<file path="src/rv_exec_defines.svh">
`ifndef RV_EXEC_DEFINES_SVH
`define RV_EXEC_DEFINES_SVH

// Data path width
`define XLEN 32

// Register index width and register count
`define REG_ADDR_W 5
`define NUM_REGS 32

// Major opcode field width
`define OPCODE_W 7

// Depth of the unsigned divide pipeline
// Must divide 32, each stage retires 32/DIVIDER_STAGES quotient bits
`define DIVIDER_STAGES 8

`endif

</file>
<file path="src/rv_exec_pkg.sv">
`include "rv_exec_defines.svh"

package rv_exec_pkg;

  // Data word and register index
  typedef logic [`XLEN-1:0] word_t;
  typedef logic [`REG_ADDR_W-1:0] reg_addr_t;

  // Major opcodes kept in this cluster
  typedef enum logic [`OPCODE_W-1:0] {
    OPC_OP_IMM = 7'b0010011,
    OPC_OP     = 7'b0110011,
    OPC_LUI    = 7'b0110111
  } opcode_e;

  // ALU operations
  typedef enum logic [3:0] {
    ALU_ADD,
    ALU_SUB,
    ALU_SLL,
    ALU_SLT,
    ALU_SLTU,
    ALU_XOR,
    ALU_SRL,
    ALU_SRA,
    ALU_OR,
    ALU_AND,
    // LUI result, operand b unchanged
    ALU_PASS_B
  } alu_op_e;

  // Encoded as funct3[1:0] of the M-extension divides
  typedef enum logic [1:0] {
    DIV_S = 2'b00,
    DIV_U = 2'b01,
    REM_S = 2'b10,
    REM_U = 2'b11
  } div_op_e;

  // Issue handshake state
  typedef enum logic {
    ISS_IDLE,
    ISS_ACK
  } issue_state_e;

endpackage

</file>
<file path="src/wb_merge.sv">
`timescale 1ns/1ps

module wb_merge
  import rv_exec_pkg::*;
(
  input  logic      clk,
  input  logic      rst,
  // ALU result
  input  logic      alu_valid_i,
  input  word_t     alu_res_i,
  input  reg_addr_t alu_rd_i,
  // Divider result
  input  logic      div_valid_i,
  input  word_t     div_res_i,
  input  reg_addr_t div_rd_i,
  // Register file write and trace
  output logic      wb_valid_o,
  output reg_addr_t wb_rd_o,
  output word_t     wb_data_o
);

  logic alu_wr;
  logic div_wr;

  // x0 destinations produce no writeback
  assign alu_wr = alu_valid_i && alu_rd_i != '0;
  assign div_wr = div_valid_i && div_rd_i != '0;

  always_ff @(posedge clk) begin
    if (rst) begin
      wb_valid_o <= 1'b0;
    end else begin
      wb_valid_o <= alu_wr || div_wr;
    end
  end

  // Issue stalls keep the two units from completing together
  always_ff @(posedge clk) begin
    if (alu_wr) begin
      wb_rd_o   <= alu_rd_i;
      wb_data_o <= alu_res_i;
    end else if (div_wr) begin
      wb_rd_o   <= div_rd_i;
      wb_data_o <= div_res_i;
    end
  end

endmodule
</file>
<file path="config.mk">
export PLATFORM = sky130hd
export DESIGN_NAME = wb_merge
export DESIGN_NICKNAME = d
export VERILOG_FILES = /design/src/rv_exec_pkg.sv /design/src/wb_merge.sv
export VERILOG_INCLUDE_DIRS = /design/src
export SDC_FILE = /design/constraint.sdc
export NUM_CORES = 1
export LEC_CHECK = 0
export ABC_CLOCK_PERIOD_IN_PS = 7800
export BUFFER_PORTS_ARGS = -buffer_cell sky130_fd_sc_hd__buf_2
export CORE_MARGIN = 5
export CORE_UTILIZATION = 43
export DETAILED_ROUTE_END_ITERATION = 10
export HOLD_SLACK_MARGIN = 0.15
export PLACE_DENSITY = 0.91
export SYNTH_ARGS = -nofsm -noshare
export SYNTH_HDL_FRONTEND = slang
export SYNTH_SLANG_ARGS = --single-unit
</file>
<file path="constraint.sdc">
create_clock -name clk -period 7.8 [get_ports clk]
set_clock_uncertainty 0.1 [all_clocks]
set_input_delay 2.34 -clock clk [delete_from_list [all_inputs] [get_ports clk]]
set_output_delay 2.34 -clock clk [all_outputs]
set_load 0.1 [all_outputs]
</file>
==> results of run 1 <==
[synth_stat cells]
library cell / number
edfxtp_1: 37
mux2_2: 27
a22o_1: 5
mux2_1: 5
buf_4: 2
or4_1: 2
a21oi_1: 1
buf_6: 1
buf_8: 1
dfxtp_1: 1
nand2_1: 1
o21ai_0: 1
o21ai_2: 1
[sequential cells by signal (all words and copies together) (netlist names)]
signal      cells
wb_data_o      32
wb_valid_o      1
wb_rd_o         5
[worst max-delay path, delay by kind of cell]
| kind | cells | cell delay, ns |
|---|---|---|
| compound gates | 1 | 0.13 |
| buf+inv | 3 | 0.90 |
| simple gates | 2 | 1.06 |
[per-stage QoR]
step / instances / hold WS, ns / power (W) / util / setup WS (ns)
global route: 254 / 2.11 / 0.000717 / 0.646 / 3.13
CTS: 254 / 2.11 / 0.000699 / 0.646 / 3.23
detailed placement: 246 / 2.41 / 0.000509 / 0.609 / 2.93
finish: 254 / 2.12 / 0.000690 / 0.646 / 3.28
global placement: 246 / 2.40 / 0.000506 / 0.609 / 3.02
floorplan: 85 / 2.31 / 0.000464 / - / 3.24
[worst paths after layout]
kind,start,end,slack (ns),depth (start not counted)
min,rst,wb_valid_o$_SDFF_PP0_,2.12,2
max,alu_rd_i[2],wb_data_o[22]$_DFFE_PP_,3.28,6
[power by group through the flow]
| stage | Clock [W] | Sequential (W) | Combinational, W |
|---|---|---|---|
| 2_1_floorplan | 0 | 0.000439 | 0.0000247 |
| 3_3_place_gp | 0 | 0.000261 | 0.000245 |
| 3_5_place_dp | 0 | 0.000262 | 0.000247 |
| 4_1_cts | 0.000194 | 0.000257 | 0.000247 |
| 5_1_grt | 0.000205 | 0.000259 | 0.000253 |
| 6_report | 0.000187 | 0.000257 | 0.000246 |
[cell type report]
type                       count  area share
multi-input combinational     43       0.190
sequential                    38       0.479
tap                           48      0.0254
timing repair buffer         117       0.250
clock inverter                 3      0.0270
clock buffer                   5      0.0291
[kinds of logic (layout without fill, tap and decap cells)]
logic type / count (synthesis) / in the layout
mux: 32 / 32
flops: 38 / 38
compound gates: 8 / 8
buf+inv: 4 / 125
simple gates: 3 / 3
[metal layers]
metal,track usage,wire (um)
met5,0,0
met4,0.0564,40
met3,0.0631,505
met2,0.256,1880
met1,0.143,1240
==> report_table.html, run 1 <==
<table>
<tr><th>Metric</th><th>Value</th></tr>
<tr><th colspan="2">Outcome</th></tr>
<tr><td>Outcome</td><td>finished clean</td></tr>
<tr><th colspan="2">Yosys</th></tr>
<tr><td>#FFs+latches synth</td><td>38</td></tr>
<tr><td>Xor and xnor fraction of the mapped netlist area</td><td>0</td></tr>
<tr><td>Gate Count Post-Synth</td><td>85</td></tr>
<tr><td>Compound-Gate Fraction of Synth Area</td><td>0.0388</td></tr>
<tr><td>Synth warnings</td><td>0</td></tr>
<tr><td>Adder-cell share of the synthesized area</td><td>0</td></tr>
<tr><td>Average cell area after synthesis</td><td>19.0 um2</td></tr>
<tr><td>Sequential element share of the synthesized area</td><td>0.701</td></tr>
<tr><td>Top cells by area in the synthesized netlist</td><td>edfxtp_1, mux2_2, mux2_1</td></tr>
<tr><td>Simple-Gate Fraction of Synth Area</td><td>0.0116</td></tr>
<tr><td>Syn Nets</td><td>163</td></tr>
<tr><td>Cell Area, Synth</td><td>1610 um2</td></tr>
<tr><td>Synth unique cells</td><td>13</td></tr>
<tr><td>Yosys top cell area share</td><td>0.688</td></tr>
<tr><td>Combinational family with the most area after synthesis</td><td>multiplexers</td></tr>
<tr><td>Mux cell area share after synthesis</td><td>0.223</td></tr>
<tr><td>Biggest area consumer among synthesized cells</td><td>edfxtp_1</td></tr>
<tr><th colspan="2">Power and ir drop</th></tr>
<tr><td>Reported leakage power</td><td>1.07 nW</td></tr>
<tr><td>Part of the power in the clock network</td><td>0.271</td></tr>
<tr><td>Peak VDD IR</td><td>0.000106 V</td></tr>
<tr><td>Switching pwr</td><td>0.000269 W</td></tr>
<tr><td>Cell area power density</td><td>292 nW/um2</td></tr>
<tr><td>Reg power frac</td><td>0.373</td></tr>
<tr><td>Net switching share of the total power</td><td>0.389</td></tr>
<tr><td>Part of the power in combinational logic</td><td>0.356</td></tr>
<tr><td>Cell internal power dissipation</td><td>0.000421 W</td></tr>
<tr><th colspan="2">Setup path</th></tr>
<tr><td>Sequence of cells on the critical path</td><td>buf_2 -&gt; or4_1 -&gt; o21ai_4 -&gt; buf_4 -&gt; nand2_1 -&gt; buf_4</td></tr>
<tr><td>Arrival @ worst endpoint</td><td>4.43 ns</td></tr>
<tr><td>Critical Path Slowest Stage Cell</td><td>or4_1</td></tr>
<tr><td>Critical path capture point type</td><td>register</td></tr>
<tr><td>Crit start category</td><td>input pin</td></tr>
<tr><td>Critical Path Fanout Max</td><td>39</td></tr>
<tr><td>Library cell appearing most often on the critical path</td><td>buf_4</td></tr>
<tr><td>Worst Setup Path Type</td><td>input pin to register</td></tr>
<tr><td>Peak per-stage delay on the critical path</td><td>0.57 ns</td></tr>
<tr><td>Required time worst endpoint</td><td>7.71 ns</td></tr>
<tr><th colspan="2">Timing</th></tr>
<tr><td>Post-route clock period utilization</td><td>0.580</td></tr>
<tr><td>Setup repair after global routing missed its margin</td><td>no</td></tr>
<tr><td>Final period demand of the worst path</td><td>4.52 ns</td></tr>
<tr><td>Final total negative setup slack</td><td>0 ns</td></tr>
<tr><td>Count of pins over their slew limit</td><td>0</td></tr>
<tr><td>Final-report setup violation count</td><td>0</td></tr>
<tr><td>Fmax</td><td>221 MHz</td></tr>
<tr><td>Transition time of the tightest slew-check pin</td><td>0.590 ns</td></tr>
<tr><td>Tightest slew margin relative to the limit</td><td>0.606</td></tr>
<tr><td>Final hold violation count</td><td>0</td></tr>
<tr><th colspan="2">CTS</th></tr>
<tr><td>Post CTS Setup Buffer Count</td><td>0</td></tr>
<tr><td>Number of buffers added by the clock tree synthesis step</td><td>5</td></tr>
<tr><td>Number of buffers added to fix hold violations after cts</td><td>0</td></tr>
<tr><td>Max clock buf depth</td><td>2</td></tr>
<tr><td>TritonCTS clock tree</td><td>built</td></tr>
<tr><td>Resized Gates After CTS</td><td>0</td></tr>
<tr><td>H-Tree Depth</td><td>2</td></tr>
<tr><td>CTS Root Cell</td><td>clkbuf_8</td></tr>
<tr><td>Clock transition at path regs</td><td>0.07 ns</td></tr>
<tr><td>Total clock sinks</td><td>38</td></tr>
<tr><th colspan="2">Global route</th></tr>
<tr><td>Number of antenna violations at the first check in global routing</td><td>0</td></tr>
<tr><td>Vias in the first global route</td><td>1149</td></tr>
<tr><td>Pin count of the biggest net entering global routing</td><td>40</td></tr>
<tr><td>Total routing resource utilization after global routing</td><td>0.142</td></tr>
<tr><td>Wire length of the first global-routing pass</td><td>5530 um</td></tr>
<tr><td>Total global routing overflow</td><td>0</td></tr>
<tr><th colspan="2">Cells and area</th></tr>
<tr><td>Storage cell area</td><td>1130 um2</td></tr>
<tr><td>Post-route standard cell area excluding fillers</td><td>2360 um2</td></tr>
<tr><td>Commonest cells after routing, fill and taps aside</td><td>buf_2, edfxtp_1, mux2_2</td></tr>
<tr><td>Area of the multi-input gates</td><td>449 um2</td></tr>
<tr><td>Layout cells sized above 1</td><td>0.738</td></tr>
<tr><td>Fill cell total of the finished layout</td><td>289</td></tr>
<tr><td>Most common cell after layout, fill and taps aside</td><td>buf_2</td></tr>
<tr><td>Syn-to-layout area delta</td><td>46.4%</td></tr>
<tr><td>Total inserted antenna cells</td><td>0</td></tr>
<tr><td>Layout net count</td><td>283</td></tr>
<tr><th colspan="2">Placement</th></tr>
<tr><td>Total cell area at the placement stage</td><td>2230 um2</td></tr>
<tr><td>Number of buffer cells added on primary ports</td><td>115</td></tr>
<tr><td>Final GP Congestion</td><td>0.830</td></tr>
<tr><th colspan="2">Route</th></tr>
<tr><td>Final routed wirelength across all metal layers</td><td>3670 um</td></tr>
<tr><td>Wire length per cell after detailed routing</td><td>14.4 um</td></tr>
<tr><td>Antenna Violating Nets Remaining</td><td>0</td></tr>
<tr><td>Number of vias per cell</td><td>4.58</td></tr>
<tr><td>Total via count in the routed design</td><td>1164</td></tr>
<tr><td>Iteration-0 DRC Markers</td><td>41</td></tr>
<tr><td>Total iterations of the first detailed-routing run</td><td>4</td></tr>
<tr><td>DRC viols</td><td>0</td></tr>
<tr><th colspan="2">Flow run</th></tr>
<tr><td>Max-capacitance violation count</td><td>0</td></tr>
<tr><th colspan="2">Floorplan</th></tr>
<tr><td>Core region area</td><td>3660 um2</td></tr>
<tr><td>Die area</td><td>5080 um2</td></tr>
<tr><td>Starting utilization of the core area</td><td>0.441</td></tr>
<tr><td>Die Width</td><td>71.3 um</td></tr>
<tr><td>Number of primary I/O pins</td><td>116</td></tr>
<tr><td>Vertical die dimension</td><td>71.3 um</td></tr>
<tr><td>Std cell rows</td><td>22</td></tr>
<tr><th colspan="2">Hold path</th></tr>
<tr><td>Hold WC Path Type</td><td>input pin to register</td></tr>
</table>
Power figures use the tool's default switching activity.
==> run 2, diff against run 1 <==
- ABC_CLOCK_PERIOD_IN_PS: 7800 -> 4600
- CORE_UTILIZATION: 43 -> 40
- PLACE_DENSITY: 0.91 -> 0.86
- clock period: 7.8 -> 4.6 ns (I/O delays scaled with it)
==> run 2 against run 1 <==
  * Setup slack lost 1.9 ns
  * Clock power is 53% higher
  * Die area increased by 6.4%
  * Clock-buffer cell count rose by 2
  * Sequential cell count unchanged
  * Cell area up 0.26%
  * Sequential power rose by 70%
  * Cell count grew 1.2%
==> report_table.html, run 2 (same netlist as run 1, synthesis figures left out) <==
<table>
<tr><th>Metric</th><th>Value</th></tr>
<tr><th colspan="2">Setup path</th></tr>
<tr><td>Arrival @ worst endpoint</td><td>3.13 ns</td></tr>
<tr><td>Critical path capture point type</td><td>register</td></tr>
<tr><td>Crit start category</td><td>input pin</td></tr>
<tr><td>Worst Setup Path Type</td><td>input pin to register</td></tr>
<tr><td>Required time worst endpoint</td><td>4.54 ns</td></tr>
<tr><td>Critical Path Fanout Max</td><td>23</td></tr>
<tr><th colspan="2">Outcome</th></tr>
<tr><td>Outcome</td><td>finished clean</td></tr>
<tr><th colspan="2">Cells and area</th></tr>
<tr><td>Total inserted antenna cells</td><td>0</td></tr>
<tr><td>Flip-flop count of the largest register, all copies and words added</td><td>32</td></tr>
<tr><td>Core utilization of the finished layout</td><td>0.601</td></tr>
<tr><td>Layout net count</td><td>284</td></tr>
<tr><td>Commonest cells after routing, fill and taps aside</td><td>buf_2, edfxtp_1, mux2_2, clkbuf_8</td></tr>
<tr><td>Largest Register</td><td>wb_data_o</td></tr>
<tr><td>Layout cells sized above 1</td><td>0.739</td></tr>
<tr><td>Most common cell after layout, fill and taps aside</td><td>buf_2</td></tr>
<tr><td>Largest registers</td><td>wb_data_o (32), wb_rd_o (5), wb_valid_o (1)</td></tr>
<tr><td>Syn-to-layout area delta</td><td>46.8%</td></tr>
<tr><th colspan="2">Global route</th></tr>
<tr><td>Total global routing overflow</td><td>0</td></tr>
<tr><td>Fraction of met1 tracks used by global routing</td><td>0.144</td></tr>
<tr><td>Wire length of the first global-routing pass</td><td>5940 um</td></tr>
<tr><td>Met3 Use GR</td><td>0.0397</td></tr>
<tr><td>Pin count of the biggest net entering global routing</td><td>24</td></tr>
<tr><td>Number of antenna violations at the first check in global routing</td><td>0</td></tr>
<tr><td>Vias in the first global route</td><td>1285</td></tr>
<tr><td>Busiest layer in global routing</td><td>met2</td></tr>
<tr><td>Met2 GRT Util</td><td>0.278</td></tr>
<tr><td>Total routing resource utilization after global routing</td><td>0.148</td></tr>
<tr><th colspan="2">CTS</th></tr>
<tr><td>CTS Root Cell</td><td>clkbuf_8</td></tr>
<tr><td>Clock transition at path regs</td><td>0.07 ns</td></tr>
<tr><td>Resized Gates After CTS</td><td>0</td></tr>
<tr><td>Max clock buf depth</td><td>2</td></tr>
<tr><td>Total clock sinks</td><td>38</td></tr>
<tr><td>TritonCTS clock tree</td><td>built</td></tr>
<tr><td>Number of buffers added by the clock tree synthesis step</td><td>5</td></tr>
<tr><td>H-Tree Depth</td><td>2</td></tr>
<tr><td>Post CTS Setup Buffer Count</td><td>0</td></tr>
<tr><td>Number of buffers added to fix hold violations after cts</td><td>0</td></tr>
<tr><th colspan="2">Floorplan</th></tr>
<tr><td>Starting utilization of the core area</td><td>0.409</td></tr>
<tr><td>Std cell rows</td><td>23</td></tr>
<tr><td>Number of primary I/O pins</td><td>116</td></tr>
<tr><td>Die Width</td><td>73.5 um</td></tr>
<tr><td>Core region area</td><td>3940 um2</td></tr>
<tr><td>Vertical die dimension</td><td>73.5 um</td></tr>
<tr><td>Die area</td><td>5410 um2</td></tr>
<tr><th colspan="2">Timing</th></tr>
<tr><td>Final total negative setup slack</td><td>0 ns</td></tr>
<tr><td>Transition time of the tightest slew-check pin</td><td>0.544 ns</td></tr>
<tr><td>Final period demand of the worst path</td><td>3.19 ns</td></tr>
<tr><td>Count of pins over their slew limit</td><td>0</td></tr>
<tr><td>Fmax</td><td>313 MHz</td></tr>
<tr><td>Post-route clock period utilization</td><td>0.694</td></tr>
<tr><td>Setup repair after global routing missed its margin</td><td>no</td></tr>
<tr><td>Final-report setup violation count</td><td>0</td></tr>
<tr><td>Tightest slew margin relative to the limit</td><td>0.636</td></tr>
<tr><td>Final hold violation count</td><td>0</td></tr>
<tr><td>Setup ws final</td><td>1.41 ns</td></tr>
<tr><th colspan="2">Hold path</th></tr>
<tr><td>Hold WC Path Type</td><td>input pin to register</td></tr>
<tr><th colspan="2">Placement</th></tr>
<tr><td>Final GP Congestion</td><td>0.764</td></tr>
<tr><td>Worst slack after detailed placement</td><td>1.08 ns</td></tr>
<tr><td>Number of buffer cells added on primary ports</td><td>115</td></tr>
<tr><th colspan="2">Route</th></tr>
<tr><td>Iteration-0 DRC Markers</td><td>85</td></tr>
<tr><td>Total iterations of the first detailed-routing run</td><td>4</td></tr>
<tr><td>Antenna Violating Nets Remaining</td><td>0</td></tr>
<tr><td>Final routed wirelength across all metal layers</td><td>4000 um</td></tr>
<tr><td>DRC viols</td><td>0</td></tr>
<tr><td>Total via count in the routed design</td><td>1209</td></tr>
<tr><td>Wire length per cell after detailed routing</td><td>15.6 um</td></tr>
<tr><td>Number of vias per cell</td><td>4.70</td></tr>
<tr><th colspan="2">Power and ir drop</th></tr>
<tr><td>Reported leakage power</td><td>1.07 nW</td></tr>
<tr><td>Peak VDD IR</td><td>0.000264 V</td></tr>
<tr><td>Cell area power density</td><td>482 nW/um2</td></tr>
<tr><th colspan="2">Flow run</th></tr>
<tr><td>Max-capacitance violation count</td><td>0</td></tr>
</table>
==> run 2: power by group <==
| part | internal [W] | switching (W) |
|---|---|---|
| combinational | 0.0000752 | 0.000345 |
| sequential | 0.000427 | 0.00000877 |
| clock | 0.000177 | 0.000110 |
==> run 2: layout make-up <==
| cell class | instances | area [um2] |
|---|---|---|
| repair buffers | 118 | 611 |
| fillers | 295 | 1570 |
| multi-input cells | 43 | 449 |
| well taps | 50 | 62.6 |
| flip-flops and latches | 38 | 1130 |
| clock buffers | 7 | 86.3 |
| clock inverters | 1 | 30.0 |
==> run 2: stage by stage <==
stage	total power, W	std cells	cell area (um2)	hold slack [ns]
after CTS	0.00116	257	2370	1.13
after global routing	0.00118	257	2370	1.14
after floorplan	0.000786	85	1610	1.35
after global placement	0.000861	249	2250	1.43
after detailed placement	0.000866	249	2250	1.44
final	0.00114	257	2370	1.14
==> run 2: critical path, stage by stage <==
cell	delay, ns
buf_2	0.10
or4_1	0.56
o21ai_4	0.47
buf_12	0.25
mux2_2	0.36
==> run 2: path summary, 6_finish.rpt <==
| check | to | startpoint | slack (ns) | cells past startpoint |
|---|---|---|---|---|
| worst max-delay path | wb_data_o[10]$_DFFE_PP_ | alu_rd_i[2] | 1.41 | 5 |
| worst min-delay path | wb_valid_o$_SDFF_PP0_ | rst | 1.14 | 2 |
==> run 2: metal layers <==
metal	wire, um	share of wire
met4	93	0.023
met2	2230	0.56
met3	342	0.086
met1	1340	0.33
met5	0	0
